## config.mk

```make
export PLATFORM = sky130hd
export DESIGN_NAME = iso14443a_frame_decode
export DESIGN_NICKNAME = d
export VERILOG_FILES = /design/src/hw/iso14443a_pkg.sv /design/src/hw/bit_stream_if.sv /design/src/hw/miller_sequence_sampler.sv /design/src/hw/miller_bit_decoder.sv /design/src/hw/frame_byte_assembler.sv /design/src/hw/iso14443a_frame_decode.sv
export VERILOG_INCLUDE_DIRS = /design/src /design/src/hw
export SDC_FILE = /design/constraint.sdc
export NUM_CORES = 1
export LEC_CHECK = 0
export BUFFER_PORTS_ARGS = -buffer_cell sky130_fd_sc_hd__buf_4
export CAP_MARGIN = 20
export CORE_AREA = 2 2 67 69
export CTS_BUF_LIST = sky130_fd_sc_hd__clkbuf_16
export CTS_CLUSTER_DIAMETER = 40
export DETAILED_ROUTE_END_ITERATION = 10
export DIE_AREA = 0 0 69 71
export GPL_ROUTABILITY_DRIVEN = 0
export GPL_TIMING_DRIVEN = 0
export MAX_ROUTING_LAYER = met4
export PLACE_DENSITY = 0.76
export SYNTH_ARGS = -nofsm -noshare
export SYNTH_HDL_FRONTEND = slang
export SYNTH_SLANG_ARGS = --single-unit
```

## constraint.sdc

```tcl
create_clock -name clk -period 3.1 [get_ports clk]
set_input_delay 0.93 -clock clk [delete_from_list [all_inputs] [get_ports clk]]
set_output_delay 0.93 -clock clk [all_outputs]
set_load 0.01 [all_outputs]
```

## src/hw/iso14443a_params.svh

```systemverilog
// ISO 14443 type A receive path parameters
// byte width, output bit-count width and frame limits shared by the RTL and testbench

`ifndef ISO14443A_PARAMS_SVH
`define ISO14443A_PARAMS_SVH

// data bits per byte, sent lsb first
`define ISO_BYTE_BITS 8
// width of the data_bits output, enough for a short byte of 1 to 7 bits
`define ISO_BITCNT_W 3
// bits on air per byte, the data bits followed by one odd parity bit
`define ISO_FRAME_BITS 9
// consecutive Y sequences after which the sampler drops alignment
`define ISO_IDLE_Y_LIMIT 2

`endif

```

## src/hw/iso14443a_pkg.sv

```systemverilog
// ISO 14443 type A receive path types
// Miller sequence codes and the frame state shared by the decode stages

package iso14443a_pkg;

    // a sequence is the pair {pause in first half, pause in second half}
    // so the sampler can build it straight from the two half-bit samples
    typedef enum logic [1:0] {
        SEQ_Y   = 2'b00,
        SEQ_X   = 2'b01,
        SEQ_Z   = 2'b10,
        SEQ_BAD = 2'b11
    } miller_seq_t;

    // frame tracking state of the decoder and the byte assembler
    // RX_ERROR means the rest of the frame is ignored until the next start
    typedef enum logic [1:0] {
        RX_IDLE  = 2'b00,
        RX_FRAME = 2'b01,
        RX_ERROR = 2'b10
    } rx_state_t;

endpackage

```

## src/hw/bit_stream_if.sv

```systemverilog
// Decoded bit stream link between the Miller bit decoder and the byte assembler
// a beat is one cycle with valid high and carries exactly one of
// soc, eoc, seq_error or a plain data bit in bit_value

`timescale 1ns/1ps

interface bit_stream_if;

    logic valid;
    logic bit_value;
    logic soc;
    logic eoc;
    logic seq_error;

    // the decoder drives the stream
    modport source (output valid, bit_value, soc, eoc, seq_error);

    // the assembler takes every beat, there is no back-pressure
    modport sink (input valid, bit_value, soc, eoc, seq_error);

endinterface

```

## src/hw/miller_sequence_sampler.sv

```systemverilog
// Miller sequence sampler, stage 1 of the ISO 14443 type A receive path
// pairs half-bit pause samples into X, Y and Z sequences and keeps half-bit
// alignment, dropping it after an idle run or a both-halves pause

`timescale 1ns/1ps

module miller_sequence_sampler
    import iso14443a_pkg::*;
(
    input  logic        clk,
    input  logic        rst_n,
    input  logic        sample_valid,
    input  logic        pause,
    output logic        seq_valid,
    output miller_seq_t seq
);

`include "iso14443a_params.svh"

    logic        aligned;
    logic        second_half;
    logic        first_pause;
    logic [1:0]  y_count;
    miller_seq_t seq_next;

    // the first half is held in first_pause, the current sample is the second half
    assign seq_next = miller_seq_t'({first_pause, pause});

    // ==================================================
    // alignment and phase control
    // ==================================================
    always_ff @(posedge clk) begin
        if (!rst_n) begin
            aligned     <= 1'b0;
            second_half <= 1'b0;
            y_count     <= 2'd0;
            seq_valid   <= 1'b0;
        end else begin
            seq_valid <= 1'b0;
            if (sample_valid) begin
                if (!aligned) begin
                    // a frame opens with Z, so the first pause seen is a first half
                    if (pause) begin
                        aligned     <= 1'b1;
                        second_half <= 1'b1;
                    end
                end else if (!second_half) begin
                    second_half <= 1'b1;
                end else begin
                    second_half <= 1'b0;
                    seq_valid   <= 1'b1;
                    if (seq_next == SEQ_BAD) begin
                        aligned <= 1'b0;
                        y_count <= 2'd0;
                    end else if (seq_next == SEQ_Y) begin
                        // Y Y cannot occur inside a frame, so the frame is over
                        if (y_count == 2'(`ISO_IDLE_Y_LIMIT - 1)) begin
                            aligned <= 1'b0;
                            y_count <= 2'd0;
                        end else begin
                            y_count <= y_count + 2'd1;
                        end
                    end else begin
                        y_count <= 2'd0;
                    end
                end
            end
        end
    end

    // sequence payload, only looked at while seq_valid is high
    always_ff @(posedge clk) begin
        if (sample_valid && !second_half) begin
            first_pause <= pause;
        end
        if (sample_valid && aligned && second_half) begin
            seq <= seq_next;
        end
    end

endmodule

```

## src/hw/miller_bit_decoder.sv

```systemverilog
// Miller bit decoder, stage 2 of the ISO 14443 type A receive path
// applies the modified Miller rules to the sequence stream and emits start,
// data bits, end and sequence errors on the bit stream interface
// each bit is held until the next sequence shows it is not the end marker

`timescale 1ns/1ps

module miller_bit_decoder
    import iso14443a_pkg::*;
(
    input  logic         clk,
    input  logic         rst_n,
    input  logic         seq_valid,
    input  miller_seq_t  seq,
    bit_stream_if.source bits
);

    rx_state_t state;

    // logic value of the last sequence, also the value of the held bit
    logic prev_bit;
    // the held bit is data and not the start marker
    logic held_valid;

    // ==================================================
    // sequence to bit decoding
    // ==================================================
    always_ff @(posedge clk) begin
        if (!rst_n) begin
            state          <= RX_IDLE;
            prev_bit       <= 1'b0;
            held_valid     <= 1'b0;
            bits.valid     <= 1'b0;
            bits.soc       <= 1'b0;
            bits.eoc       <= 1'b0;
            bits.seq_error <= 1'b0;
        end else begin
            bits.valid     <= 1'b0;
            bits.soc       <= 1'b0;
            bits.eoc       <= 1'b0;
            bits.seq_error <= 1'b0;
            if (seq_valid) begin
                if (state == RX_FRAME) begin
                    case (seq)
                        SEQ_X: begin
                            // logic 1, release the previous bit
                            bits.valid <= held_valid;
                            prev_bit   <= 1'b1;
                            held_valid <= 1'b1;
                        end
                        SEQ_Z: begin
                            if (prev_bit) begin
                                // Z straight after X is illegal
                                bits.valid     <= 1'b1;
                                bits.seq_error <= 1'b1;
                                state          <= RX_IDLE;
                            end else begin
                                bits.valid <= held_valid;
                                prev_bit   <= 1'b0;
                                held_valid <= 1'b1;
                            end
                        end
                        SEQ_Y: begin
                            if (prev_bit) begin
                                // logic 0 after a 1
                                bits.valid <= held_valid;
                                prev_bit   <= 1'b0;
                                held_valid <= 1'b1;
                            end else begin
                                // Y after a 0 ends the frame, the held 0 is not data
                                bits.valid <= 1'b1;
                                bits.eoc   <= 1'b1;
                                state      <= RX_IDLE;
                            end
                        end
                        default: begin
                            bits.valid     <= 1'b1;
                            bits.seq_error <= 1'b1;
                            state          <= RX_IDLE;
                        end
                    endcase
                end else if (seq == SEQ_Z) begin
                    // start of communication counts as a logic 0
                    bits.valid <= 1'b1;
                    bits.soc   <= 1'b1;
                    state      <= RX_FRAME;
                    prev_bit   <= 1'b0;
                    held_valid <= 1'b0;
                end
            end
        end
    end

    // the bit released on a beat is the value held before that sequence
    always_ff @(posedge clk) begin
        bits.bit_value <= prev_bit;
    end

    // markers only travel on a beat and never share one
    one_marker_per_beat: assert property (
        @(posedge clk) disable iff (!rst_n)
        (bits.soc || bits.eoc || bits.seq_error) |->
            (bits.valid && $onehot0({bits.soc, bits.eoc, bits.seq_error})))
        else $error("bit stream marker outside a beat or more than one marker");

endmodule

```

## src/hw/frame_byte_assembler.sv

```systemverilog
// Frame byte assembler forming stage 3 of the ISO 14443 type A receive path
// gathers data bits lsb first into bytes, checks the odd parity bit
// and turns the bit stream into one-cycle frame events
// last_bit keeps the final received bit until the next frame starts

`timescale 1ns/1ps
`include "iso14443a_params.svh"

module frame_byte_assembler
    import iso14443a_pkg::*;
(
    input  logic                     clk,
    input  logic                     rst_n,
    bit_stream_if.sink               bits,
    output logic                     soc,
    output logic                     eoc,
    output logic                     data_valid,
    output logic                     sequence_error,
    output logic                     parity_error,
    output logic [`ISO_BYTE_BITS-1:0] data,
    output logic [`ISO_BITCNT_W-1:0] data_bits,
    output logic                     last_bit
);

    // counts data bits 0 to 8 and the ninth position is the parity bit
    localparam int CNT_W = $clog2(`ISO_FRAME_BITS);

    rx_state_t                state;
    logic [`ISO_BYTE_BITS-1:0] shift_q;
    logic [CNT_W-1:0]         bit_cnt;
    logic                     data_beat;
    logic                     byte_full;
    logic                     parity_ok;
    logic [`ISO_BYTE_BITS-1:0] short_data;
    logic [4:0]               flags;

    assign data_beat = bits.valid && !bits.soc && !bits.eoc && !bits.seq_error;
    assign byte_full = (bit_cnt == CNT_W'(`ISO_BYTE_BITS));
    // the byte plus its parity bit hold an odd number of ones
    assign parity_ok = ^{shift_q, bits.bit_value};
    // bits enter at the top, so a short byte is moved down to the low bits
    assign short_data = shift_q >> (CNT_W'(`ISO_BYTE_BITS) - bit_cnt);
    assign flags = {soc, eoc, data_valid, sequence_error, parity_error};

    // ==================================================
    // event generation
    // ==================================================
    always_ff @(posedge clk) begin
        if (!rst_n) begin
            state          <= RX_IDLE;
            bit_cnt        <= '0;
            soc            <= 1'b0;
            eoc            <= 1'b0;
            data_valid     <= 1'b0;
            sequence_error <= 1'b0;
            parity_error   <= 1'b0;
            data           <= '0;
            data_bits      <= '0;
            last_bit       <= 1'b0;
        end else begin
            soc            <= 1'b0;
            eoc            <= 1'b0;
            data_valid     <= 1'b0;
            sequence_error <= 1'b0;
            parity_error   <= 1'b0;
            data_bits      <= '0;
            if (bits.valid && bits.soc) begin
                soc     <= 1'b1;
                state   <= RX_FRAME;
                bit_cnt <= '0;
            end else if (bits.valid && state == RX_FRAME) begin
                if (bits.seq_error) begin
                    sequence_error <= 1'b1;
                    state          <= RX_IDLE;
                end else if (bits.eoc) begin
                    eoc   <= 1'b1;
                    state <= RX_IDLE;
                    if (byte_full) begin
                        // eight data bits and no parity bit
                        parity_error <= 1'b1;
                    end else if (bit_cnt != '0) begin
                        data_valid <= 1'b1;
                        data_bits  <= bit_cnt[`ISO_BITCNT_W-1:0];
                        data       <= short_data;
                    end
                end else begin
                    last_bit <= bits.bit_value;
                    if (!byte_full) begin
                        bit_cnt <= bit_cnt + 1'b1;
                    end else if (parity_ok) begin
                        data_valid <= 1'b1;
                        data       <= shift_q;
                        bit_cnt    <= '0;
                    end else begin
                        // nothing more is reported until the next start
                        parity_error <= 1'b1;
                        state        <= RX_ERROR;
                    end
                end
            end else if (bits.valid && (bits.eoc || bits.seq_error)) begin
                state <= RX_IDLE;
            end
        end
    end

    // data bits shift in from the msb side because the lsb comes first on air
    always_ff @(posedge clk) begin
        if (data_beat && state == RX_FRAME && !byte_full) begin
            shift_q <= {bits.bit_value, shift_q[`ISO_BYTE_BITS-1:1]};
        end
    end

    // ==================================================
    // output checks
    // ==================================================

    // sequences are at least two samples apart upstream, so no flag repeats
    flags_one_cycle: assert property (
        @(posedge clk) disable iff (!rst_n)
        (|flags) |=> ((flags & $past(flags)) == '0))
        else $error("frame event flag held for more than one cycle");

    soc_alone: assert property (
        @(posedge clk) disable iff (!rst_n)
        soc |-> !(eoc || data_valid || sequence_error || parity_error))
        else $error("soc together with another event flag");

    short_byte_count: assert property (
        @(posedge clk) disable iff (!rst_n)
        (data_valid && eoc) |-> (data_bits != '0))
        else $error("short byte on eoc with data_bits zero");

    flags_low_in_reset: assert property (
        @(posedge clk)
        !rst_n |=> (flags == '0))
        else $error("event flag high during reset");

endmodule

```

## src/hw/iso14443a_frame_decode.sv

```systemverilog
// ISO 14443 type A frame decoder for the 106 kbit/s receive path
// half-bit pause samples go through the sequence sampler, the Miller bit
// decoder and the byte assembler, which produces one-cycle frame events

`timescale 1ns/1ps
`include "iso14443a_params.svh"

module iso14443a_frame_decode
    import iso14443a_pkg::*;
(
    input  logic                     clk,
    input  logic                     rst_n,
    input  logic                     sample_valid,
    input  logic                     pause,
    output logic                     soc,
    output logic                     eoc,
    output logic [`ISO_BYTE_BITS-1:0] data,
    output logic [`ISO_BITCNT_W-1:0] data_bits,
    output logic                     data_valid,
    output logic                     sequence_error,
    output logic                     parity_error,
    output logic                     last_bit
);

    // sampler to decoder
    logic        seq_valid;
    miller_seq_t seq;

    // decoder to assembler
    bit_stream_if bits_if ();

    miller_sequence_sampler miller_sequence_sampler_inst (
        .clk          (clk),
        .rst_n        (rst_n),
        .sample_valid (sample_valid),
        .pause        (pause),
        .seq_valid    (seq_valid),
        .seq          (seq)
    );

    miller_bit_decoder miller_bit_decoder_inst (
        .clk       (clk),
        .rst_n     (rst_n),
        .seq_valid (seq_valid),
        .seq       (seq),
        .bits      (bits_if.source)
    );

    frame_byte_assembler frame_byte_assembler_inst (
        .clk            (clk),
        .rst_n          (rst_n),
        .bits           (bits_if.sink),
        .soc            (soc),
        .eoc            (eoc),
        .data_valid     (data_valid),
        .sequence_error (sequence_error),
        .parity_error   (parity_error),
        .data           (data),
        .data_bits      (data_bits),
        .last_bit       (last_bit)
    );

endmodule

```

==> impl_metrics.json, run 1 <==
{
  "status": "complete, no violations",
  "h-tree-depth": 2,
  "end_kind": "flop",
  "ffs_w_async_s_r_synth": 0,
  "cts_num_sinks": 47,
  "grt-ovfl-total": 0,
  "setup_viol": 0,
  "post_synthesis_to_final_layout_area_growth_pct": 15.5,
  "finalCritPeriodShare": 0.874,
  "vdd_drop_max_uv": 346,
  "power_mw": 1.22,
  "clk_pin_slew_worst_paths_ns": 0.06,
  "antenna_found_initial": 0,
  "power.sequential.fraction": 0.519,
  "dpl.hpwl_mm": 3.75,
  "synth.top_cells.by_area": "sky130_fd_sc_hd__dfxtp_1 30%, sky130_fd_sc_hd__edfxtp_1 14%, sky130_fd_sc_hd__a21oi_1 4.0%",
  "slew_violations": 0,
  "drt-vias-per-instance": 5.95,
  "final_common_cell": "sky130_fd_sc_hd__dfxtp_1",
  "synthesis.nets": 256,
  "tritoncts": "done",
  "ys_ff_latch": 47,
  "whs_path_depth": 0,
  "num_io_pins": 21,
  "core_area_sq_um": 4200,
  "io_buffer_count": 19,
  "dieHeight_microns": 71,
  "timing.max_slew.rel_slack": 0.526,
  "hold_viol": 0,
  "worstRegToRegCells": 10,
  "finalCriticalPeriod_ns": 2.71,
  "first_pass_grt_wire_length_mm": 9.08,
  "drt-pass1-iter-count": 4,
  "gr-usage-all-layers": 0.241,
  "clockPowerShare": 0.465,
  "cts.root.buffer_cell": "sky130_fd_sc_hd__clkbuf_16",
  "multi_input_comb_area_sq_um": 1240,
  "final_net_count": 282,
  "final_critical_path_setup_slack_ns": 0.392,
  "rows": 24,
  "powerDensity_nw_per_um2": 444,
  "path_max_fanout": 10,
  "unrepaired_setup_endpoints_after_global_routing": "no",
  "syn_area_sq_um": 2370,
  "power.static_leakage_nw": 1.06,
  "route.final.wire_length_mm": 5.26,
  "seqCellArea_sq_um": 1050,
  "crit_required_ns": 3.30,
  "post_cts_resized": 0,
  "synth-edff-count": 11,
  "synthDistinctLibCells": 58,
  "commonest_cells_after_routing_fill_and_taps_aside": "36 x sky130_fd_sc_hd__dfxtp_1, 20 x sky130_fd_sc_hd__nor2_1, 19 x sky130_fd_sc_hd__a21oi_1, 19 x sky130_fd_sc_hd__buf_4, 18 x sky130_fd_sc_hd__nand2_1",
  "drive_above_1_share": 0.152,
  "worst-slew-pin-transition_ns": 0.709,
  "drt_drc_violations_left": 0,
  "final.setup.tns_ns": 0,
  "min_delay_worst_endpoint": "miller_bit_decoder_inst.bits.bit_value",
  "ant_nets": 0,
  "clockBufferDepth": 2,
  "synth-warning-count": 0,
  "synth_largest_type_area_fraction": 0.304,
  "diodes": 0,
  "timing.fmax_mhz": 369,
  "number_of_instances_in_the_synthesized_netlist": 249,
  "grt_start_max_net_pins": 15,
  "stdcell_area_sq_um": 2740,
  "setup.worst_path.class": "flop to flop",
  "first_iter_violations": 187,
  "crit-reg2reg-launch": "frame_byte_assembler_inst.bit_cnt[0]",
  "wl_per_cell_microns": 16.0,
  "dr_total_vias": 1951,
  "floorplan.die_area_sq_um": 4900,
  "cts.repair_timing.setup_buffer_count": 0,
  "ctsHoldBuffers": 0,
  "cellInternalPower_mw": 0.977,
  "skew_ns": 0.00402,
  "syn_area_per_cell_sq_um": 9.51,
  "holdCritPathClass": "flop to flop",
  "initial_utilization": 0.563,
  "netSwitchingFraction": 0.196,
  "start_point_of_the_worst_min_delay_path": "miller_bit_decoder_inst.prev_bit",
  "first_global_vias": 1917,
  "critPathLaunchType": "flop",
  "netSwitchingPower_mw": 0.238,
  "critical_path_arrival_ns": 2.91,
  "worstSkewPairLatency_ns": 0.29,
  "die-width_microns": 69,
  "drv_cap": 0,
  "critical_path.reg2reg.endpoint": "frame_byte_assembler_inst.data[0]",
  "yosysTopAreaCell": "sky130_fd_sc_hd__dfxtp_1",
  "pre_cts_setup_slack_ns": 0.402,
  "timing.reg2reg.setup_slack_ns": 0.39,
  "dpl_cell_area_sq_um": 2580,
  "power.share.combinational": 0.015,
  "fillerInstances": 369,
  "seq_area_frac_synth": 0.444,
  "number_of_clock_buffers_inserted_by_tritoncts": 5,
  "synth-main-ff-cell": "sky130_fd_sc_hd__dfxtp_1"
}
[power groups by stage]
stage	logic [mW]	clock network, mW	registers, mW
CTS	0.0188	0.576	0.631
global placement	0.0184	0	0.645
floorplan	0.0113	0	0.644
detailed placement	0.0187	0	0.645
finish	0.0187	0.566	0.631
global route	0.0218	0.596	0.632
[stage by stage]
step	cells	utilization	hold WS, ns
floorplan	249	-	0.404
global placement	320	0.613	0.440
detailed placement	320	0.613	0.434
CTS	328	0.651	0.444
global route	328	0.651	0.473
finish	328	0.651	0.447
[routing by layer]
metal | up-vias | part of all wire | track usage
met5 | - | 0 | -
met4 | 0 | 0.019 | 0.0915
met3 | 8 | 0.038 | 0.0556
met2 | 40 | 0.51 | 0.405
met1 | 935 | 0.43 | 0.281
li1 | 968 | - | -
[final cells by class]
class,instances,area share
inverter,8,0.0110
sequential,47,0.384
timing repair buffer,19,0.0522
clock inverter,2,0.00320
tap,52,0.0238
clock buffer,6,0.0549
buffer,12,0.0178
multi-input combinational,182,0.453
[cells in the mapped netlist (3+ instances only)]
cell,count
sky130_fd_sc_hd__nor2b_1,5
sky130_fd_sc_hd__a211oi_1,5
sky130_fd_sc_hd__nor3_1,13
sky130_fd_sc_hd__clkbuf_1,8
sky130_fd_sc_hd__o31ai_1,3
sky130_fd_sc_hd__buf_2,3
sky130_fd_sc_hd__nand2_1,18
sky130_fd_sc_hd__nor4_1,4
sky130_fd_sc_hd__mux2_1,3
sky130_fd_sc_hd__ha_1,3
sky130_fd_sc_hd__edfxtp_1,11
sky130_fd_sc_hd__or3_1,3
sky130_fd_sc_hd__nand2b_1,9
sky130_fd_sc_hd__dfxtp_1,36
sky130_fd_sc_hd__nand3_1,10
sky130_fd_sc_hd__mux2i_1,8
sky130_fd_sc_hd__a31oi_1,3
sky130_fd_sc_hd__inv_1,7
sky130_fd_sc_hd__o21ai_0,7
sky130_fd_sc_hd__and3_1,3
sky130_fd_sc_hd__a21oi_1,19
sky130_fd_sc_hd__xor2_1,3
sky130_fd_sc_hd__nor2_1,20
sky130_fd_sc_hd__and2_1,4
[critical path, stage by stage, from the launching register on]
cell and delay (ns):
sky130_fd_sc_hd__dfxtp_1 0.33, sky130_fd_sc_hd__clkbuf_1 0.30, sky130_fd_sc_hd__inv_1 0.22, sky130_fd_sc_hd__ha_1 0.32
sky130_fd_sc_hd__buf_2 0.15, sky130_fd_sc_hd__buf_2 0.26, sky130_fd_sc_hd__mux2i_1 0.12, sky130_fd_sc_hd__mux4_2 0.50
sky130_fd_sc_hd__nor2_1 0.10, sky130_fd_sc_hd__a21oi_1 0.07, sky130_fd_sc_hd__a211oi_1 0.25
[worst max path at each step]
stage	from	slack, ns	end
2_1_floorplan	frame_byte_assembler_inst.bit_cnt[0]	0.79	frame_byte_assembler_inst.data[0]
3_3_place_gp	frame_byte_assembler_inst.bit_cnt[0]	0.47	frame_byte_assembler_inst.data[0]
3_5_place_dp	frame_byte_assembler_inst.bit_cnt[0]	0.40	frame_byte_assembler_inst.data[0]
4_1_cts	frame_byte_assembler_inst.bit_cnt[0]	0.37	frame_byte_assembler_inst.data[0]
5_1_grt	frame_byte_assembler_inst.bit_cnt[0]	0.15	frame_byte_assembler_inst.data[0]
6_report	frame_byte_assembler_inst.bit_cnt[0]	0.39	frame_byte_assembler_inst.data[0]
[flip-flops by register name, indices dropped and copies added (netlist names), 2 cells and up]
signal / cells
frame_byte_assembler_inst.bit_cnt: 4
frame_byte_assembler_inst.data: 8
frame_byte_assembler_inst.data_bits: 3
frame_byte_assembler_inst.shift_q: 8
frame_byte_assembler_inst.state: 2
miller_sequence_sampler_inst.seq: 2
miller_sequence_sampler_inst.y_count: 2
[kinds of logic after synthesis]
family          after synthesis  synth area share
fa+ha+maj                     3            0.0158
simple gates                101             0.231
flops                        47             0.444
compound gates               54             0.147
buf+inv                      20            0.0333
xor+xnor                      8            0.0449
mux                          16            0.0840
No activity file was read; power rests on OpenSTA's default activity.
==> run 2, diff against run 1 <==
--- a/config.mk
+++ b/config.mk
@@ -8,15 +8,16 @@
 export LEC_CHECK = 0
 export BUFFER_PORTS_ARGS = -buffer_cell sky130_fd_sc_hd__buf_4
 export CAP_MARGIN = 20
-export CORE_AREA = 2 2 67 69
+export CORE_AREA = 2 2 65 67
 export CTS_BUF_LIST = sky130_fd_sc_hd__clkbuf_16
 export CTS_CLUSTER_DIAMETER = 40
 export DETAILED_ROUTE_END_ITERATION = 10
-export DIE_AREA = 0 0 69 71
+export DIE_AREA = 0 0 67 69
 export GPL_ROUTABILITY_DRIVEN = 0
 export GPL_TIMING_DRIVEN = 0
 export MAX_ROUTING_LAYER = met4
-export PLACE_DENSITY = 0.76
+export PLACE_DENSITY = 0.8
+export SKIP_LAST_GASP = 1
 export SYNTH_ARGS = -nofsm -noshare
 export SYNTH_HDL_FRONTEND = slang
 export SYNTH_SLANG_ARGS = --single-unit
==> constraint.sdc (replaced) <==
create_clock -name clk -period 3.4 [get_ports clk]
set_input_delay 1.02 -clock clk [delete_from_list [all_inputs] [get_ports clk]]
set_output_delay 1.02 -clock clk [all_outputs]
set_load 0.01 [all_outputs]
==> impl_metrics.json, run 2 (synthesis gave the netlist of run 1 again) <==
{
  "io_buffer_count": 19,
  "diodes": 0,
  "drt-pass1-iter-count": 4,
  "powerDensity_nw_per_um2": 392,
  "finalCritPeriodShare": 0.790,
  "first_iter_violations": 155,
  "grt_start_max_net_pins": 15,
  "grt-ovfl-total": 0,
  "ctsHoldBuffers": 0,
  "drv_cap": 0,
  "holdCritPathClass": "flop to flop",
  "antenna_found_initial": 0,
  "worst-slew-pin-transition_ns": 0.732,
  "timing.fmax_mhz": 372,
  "worstSkewPairLatency_ns": 0.29,
  "gr-usage-all-layers": 0.254,
  "end_kind": "flop",
  "final_net_count": 282,
  "first_global_vias": 1966,
  "h-tree-depth": 2,
  "drt-vias-per-instance": 6.05,
  "dpl_cell_area_sq_um": 2570,
  "commonest_cells_after_routing_fill_and_taps_aside": "36 x sky130_fd_sc_hd__dfxtp_1, 20 x sky130_fd_sc_hd__nor2_1, 19 x sky130_fd_sc_hd__a21oi_1, 19 x sky130_fd_sc_hd__buf_4, 18 x sky130_fd_sc_hd__nand2_1",
  "skew_ns": 0.00694,
  "final.setup.tns_ns": 0,
  "cts.repair_timing.setup_buffer_count": 0,
  "tritoncts": "done",
  "die-width_microns": 67,
  "wl_per_cell_microns": 15.8,
  "dpl.hpwl_mm": 3.69,
  "drive_above_1_share": 0.156,
  "core_area_sq_um": 3910,
  "path_max_fanout": 10,
  "finalCriticalPeriod_ns": 2.69,
  "final_critical_path_setup_slack_ns": 0.713,
  "dr_total_vias": 1973,
  "route.final.wire_length_mm": 5.16,
  "cts_num_sinks": 47,
  "floorplan.die_area_sq_um": 4620,
  "critPathLaunchType": "flop",
  "vdd_drop_max_uv": 328,
  "drt_drc_violations_left": 0,
  "number_of_clock_buffers_inserted_by_tritoncts": 5,
  "setup.worst_path.class": "flop to flop",
  "unrepaired_setup_endpoints_after_global_routing": "no",
  "biggestRegsByFlops": "frame_byte_assembler_inst.data: 8 flops, frame_byte_assembler_inst.shift_q: 8 flops, frame_byte_assembler_inst.bit_cnt: 4 flops",
  "crit_required_ns": 3.60,
  "post_cts_resized": 0,
  "stdcell_area_sq_um": 2710,
  "slew_violations": 0,
  "post_synthesis_to_final_layout_area_growth_pct": 14.6,
  "dieHeight_microns": 69,
  "setup_viol": 0,
  "initial_utilization": 0.605,
  "clk_pin_slew_worst_paths_ns": 0.06,
  "status": "complete, no violations",
  "rows": 23,
  "clockBufferDepth": 2,
  "pre_cts_setup_slack_ns": 0.776,
  "ant_nets": 0,
  "finish.utilization": 0.693,
  "first_pass_grt_wire_length_mm": 9.00,
  "timing.max_slew.rel_slack": 0.510,
  "cts.root.buffer_cell": "sky130_fd_sc_hd__clkbuf_16",
  "final_common_cell": "sky130_fd_sc_hd__dfxtp_1",
  "power.static_leakage_nw": 1.06,
  "hold_viol": 0,
  "critical_path_arrival_ns": 2.89,
  "num_io_pins": 21
}
-- run 2: changes by cell type in the layout (fill, tap and decap cells not counted) --
cell and change:
sky130_fd_sc_hd__clkinv_2 +2, sky130_fd_sc_hd__clkbuf_16 -1, sky130_fd_sc_hd__clkinv_1 -1
-- run 2: layer usage --
metal	routed length, microns	share of wire	global-route usage
met4	86	0.017	0.0907
met3	285	0.055	0.0620
met2	2570	0.50	0.396
met5	0	0	-
met1	2210	0.43	0.319
-- run 2: through the flow --
stage / hold WS, ns / total power, mW / cells
after global placement: 0.441 / 0.605 / 318
after CTS: 0.449 / 1.07 / 326
after global routing: 0.479 / 1.10 / 326
after floorplan: 0.404 / 0.597 / 249
after detailed placement: 0.437 / 0.605 / 318
final: 0.448 / 1.06 / 326
-- run 2: worst max-delay path, stage by stage, from the launching register on --
cell and delay (ns):
sky130_fd_sc_hd__dfxtp_1 0.34, sky130_fd_sc_hd__clkbuf_1 0.29, sky130_fd_sc_hd__inv_1 0.22, sky130_fd_sc_hd__ha_1 0.32
sky130_fd_sc_hd__buf_2 0.16, sky130_fd_sc_hd__buf_2 0.25, sky130_fd_sc_hd__mux2i_1 0.10, sky130_fd_sc_hd__mux4_2 0.48
sky130_fd_sc_hd__nor2_1 0.10, sky130_fd_sc_hd__a21oi_1 0.06, sky130_fd_sc_hd__a211oi_1 0.27
-- run 2: cell type report --
class	count	area, sq um
multi-input cells	182	1240
fillers	372	1200
flip-flops and latches	47	1050
repair buffers	19	143
clock buffers	5	125
well taps	50	62.6
plain buffers	12	48.8
inverters	8	30.0
clock inverters	3	15.0
-- run 2: report_power, final --
group / internal (mW) / switching, mW / total [mW]
Clock: 0.268 / 0.202 / 0.470
Sequential: 0.573 / 0.00303 / 0.576
Combinational: 0.00545 / 0.0118 / 0.0172
-- run 2: worst paths after layout --
kind	cells after the start	start	slack [ns]	endpoint
max	10	frame_byte_assembler_inst.bit_cnt[0]	0.71	frame_byte_assembler_inst.data[0]
min	0	miller_bit_decoder_inst.prev_bit	0.45	miller_bit_decoder_inst.bits.bit_value
max reg2reg	10	frame_byte_assembler_inst.bit_cnt[0]	0.71	frame_byte_assembler_inst.data[0]
min reg2reg	0	miller_bit_decoder_inst.prev_bit	0.45	miller_bit_decoder_inst.bits.bit_value
==> run 3, diff against run 2 <==
--- a/config.mk
+++ b/config.mk
@@ -8,15 +8,15 @@
 export LEC_CHECK = 0
 export BUFFER_PORTS_ARGS = -buffer_cell sky130_fd_sc_hd__buf_4
 export CAP_MARGIN = 20
-export CORE_AREA = 2 2 65 67
+export CORE_AREA = 2 2 67 69
 export CTS_BUF_LIST = sky130_fd_sc_hd__clkbuf_16
 export CTS_CLUSTER_DIAMETER = 40
 export DETAILED_ROUTE_END_ITERATION = 10
-export DIE_AREA = 0 0 67 69
+export DIE_AREA = 0 0 69 71
 export GPL_ROUTABILITY_DRIVEN = 0
 export GPL_TIMING_DRIVEN = 0
 export MAX_ROUTING_LAYER = met4
-export PLACE_DENSITY = 0.8
+export PLACE_DENSITY = 0.76
 export SKIP_LAST_GASP = 1
 export SYNTH_ARGS = -nofsm -noshare
 export SYNTH_HDL_FRONTEND = slang
==> constraint.sdc (replaced) <==
create_clock -name clk -period 2.5 [get_ports clk]
set_input_delay 0.75 -clock clk [delete_from_list [all_inputs] [get_ports clk]]
set_output_delay 0.75 -clock clk [all_outputs]
set_load 0.01 [all_outputs]
==> impl_metrics.json, run 3 (synthesis gave the netlist of run 1 again) <==
{
  "pre_cts_setup_slack_ns": -0.198,
  "antenna_found_initial": 0,
  "vdd_drop_max_uv": 428,
  "commonest_cells_after_routing_fill_and_taps_aside": "34 x sky130_fd_sc_hd__dfxtp_1, 21 x sky130_fd_sc_hd__buf_4, 20 x sky130_fd_sc_hd__nor2_1",
  "initial_utilization": 0.563,
  "tritoncts": "done",
  "drive_above_1_share": 0.170,
  "h-tree-depth": 2,
  "biggestRegsByFlops": "frame_byte_assembler_inst.data: 8 flops, frame_byte_assembler_inst.shift_q: 8 flops, frame_byte_assembler_inst.bit_cnt: 4 flops",
  "dr_total_vias": 1953,
  "crit_slowest_cell": "sky130_fd_sc_hd__mux4_2",
  "cts.root.buffer_cell": "sky130_fd_sc_hd__clkbuf_16",
  "setup.worst_path.class": "flop to flop",
  "first_iter_violations": 165,
  "final_net_count": 282,
  "timing.critical_path.max_delay_family": "multiplexers",
  "power.static_leakage_nw": 1.07,
  "worstSkewPairLatency_ns": 0.29,
  "post_synthesis_to_final_layout_area_growth_pct": 16.3,
  "critical_path_arrival_ns": 2.54,
  "worst-slew-pin-transition_ns": 0.704,
  "cts_num_sinks": 47,
  "finalCritPeriodShare": 0.936,
  "timing.fmax_mhz": 427,
  "cp.buffers_inverters": 3,
  "die-width_microns": 69,
  "grt-ovfl-total": 0,
  "skew_ns": 0.00467,
  "clockBufferDepth": 2,
  "final_critical_path_setup_slack_ns": 0.160,
  "hold_viol": 0,
  "ctsHoldBuffers": 0,
  "end_kind": "flop",
  "unrepaired_setup_endpoints_after_global_routing": "no",
  "clk_pin_slew_worst_paths_ns": 0.06,
  "io_buffer_count": 19,
  "num_io_pins": 21,
  "status": "complete, no violations",
  "final_common_cell": "sky130_fd_sc_hd__dfxtp_1",
  "drt_drc_violations_left": 0,
  "stdcell_area_sq_um": 2750,
  "grt_start_max_net_pins": 15,
  "diodes": 0,
  "final_cell_count_no_fill": 328,
  "fillerInstances": 370,
  "setup_viol": 0,
  "drv_cap": 0,
  "critPathLaunchType": "flop",
  "floorplan.die_area_sq_um": 4900,
  "rows": 24,
  "path_max_fanout": 10,
  "ant_nets": 0,
  "drt-pass1-iter-count": 4,
  "timing.max_slew.rel_slack": 0.529,
  "crit_required_ns": 2.70,
  "number_of_clock_buffers_inserted_by_tritoncts": 5,
  "gr-usage-all-layers": 0.240,
  "holdCritPathClass": "flop to flop",
  "core_area_sq_um": 4200,
  "dpl_cell_area_sq_um": 2580,
  "cp_slowest_stage_delay_ns": 0.50,
  "first_global_vias": 1916,
  "dpl.hpwl_mm": 3.75,
  "powerDensity_nw_per_um2": 547,
  "first_pass_grt_wire_length_mm": 9.05,
  "route.final.wire_length_mm": 5.27,
  "finalCriticalPeriod_ns": 2.34,
  "multi_input_comb_area_sq_um": 1240,
  "critical_path_cell_by_cell": "clkinvlp_4 > ha_1 > buf_2 > clkbuf_4 > mux2i_1 > mux4_2 > nor2_1 > a21oi_1 > a211oi_1",
  "seqCellArea_sq_um": 1060,
  "slew_violations": 0,
  "dieHeight_microns": 71,
  "wl_per_cell_microns": 16.1,
  "drt-vias-per-instance": 5.95,
  "cell_total_after_placement": 320
}
run 3: changes by cell type in the layout (fill, tap and decap cells not counted), moves of 2 or more:
cell                       delta
sky130_fd_sc_hd__buf_4        +2
sky130_fd_sc_hd__clkbuf_1     -2
sky130_fd_sc_hd__clkinv_2     -2
sky130_fd_sc_hd__dfxtp_1      -2
run 3: layout make-up:
| cell class | count | share of cell area |
|---|---|---|
| inverters | 8 | 0.0123 |
| plain buffers | 10 | 0.0159 |
| flip-flops and latches | 47 | 0.383 |
| repair buffers | 21 | 0.0572 |
| multi-input cells | 182 | 0.450 |
| clock buffers | 6 | 0.0545 |
| well taps | 52 | 0.0236 |
| clock inverters | 2 | 0.00318 |
run 3: path summary, 6_finish.rpt:
check	start	endpoint	slack, ns	depth (start not counted)
min	miller_bit_decoder_inst.prev_bit	miller_bit_decoder_inst.bits.bit_value	0.45	0
max reg2reg	frame_byte_assembler_inst.bit_cnt[0]	frame_byte_assembler_inst.data[0]	0.16	9
min reg2reg	miller_bit_decoder_inst.prev_bit	miller_bit_decoder_inst.bits.bit_value	0.45	0
max	frame_byte_assembler_inst.bit_cnt[0]	frame_byte_assembler_inst.data[0]	0.16	9
run 3: timing repair:
item                                    CTS  global route
gates resized for setup                   1             4
setup buffers                             0             2
endpoints found under the setup margin    5             2
run 3: worst reg2reg max path, cell delays in order (launching register included):
cell                         delay, ns
sky130_fd_sc_hd__dfxtp_4          0.41
sky130_fd_sc_hd__clkinvlp_4       0.12
sky130_fd_sc_hd__ha_1             0.29
sky130_fd_sc_hd__buf_2            0.16
sky130_fd_sc_hd__clkbuf_4         0.21
sky130_fd_sc_hd__mux2i_1          0.15
sky130_fd_sc_hd__mux4_2           0.50
sky130_fd_sc_hd__nor2_1           0.10
sky130_fd_sc_hd__a21oi_1          0.06
sky130_fd_sc_hd__a211oi_1         0.25
run 3: stage by stage:
stage | total power, mW | TNS (ns) | hold WS, ns | utilization
global route | 1.55 | 0 | 0.473 | 0.655
finish | 1.51 | 0 | 0.447 | 0.655
floorplan | 0.813 | 0 | 0.404 | -
detailed placement | 0.823 | -0.463 | 0.434 | 0.613
CTS | 1.52 | 0 | 0.444 | 0.649
global placement | 0.822 | -0.253 | 0.440 | 0.613
run 3: power by group:
part | internal (mW) | leakage (nW) | total (mW) | switching [mW]
sequential | 0.778 | 0.391 | 0.782 | 0.00411
combinational | 0.00741 | 0.597 | 0.0231 | 0.0157
clock | 0.426 | 0.0794 | 0.701 | 0.275
total | 1.21 | 1.07 | 1.51 | 0.295
run 3: routing by layer:
metal  GRT usage  routed length [microns]
met5           -                        0
met4      0.0915                      122
met3      0.0556                      239
met2       0.404                     2640
met1       0.281                     2270
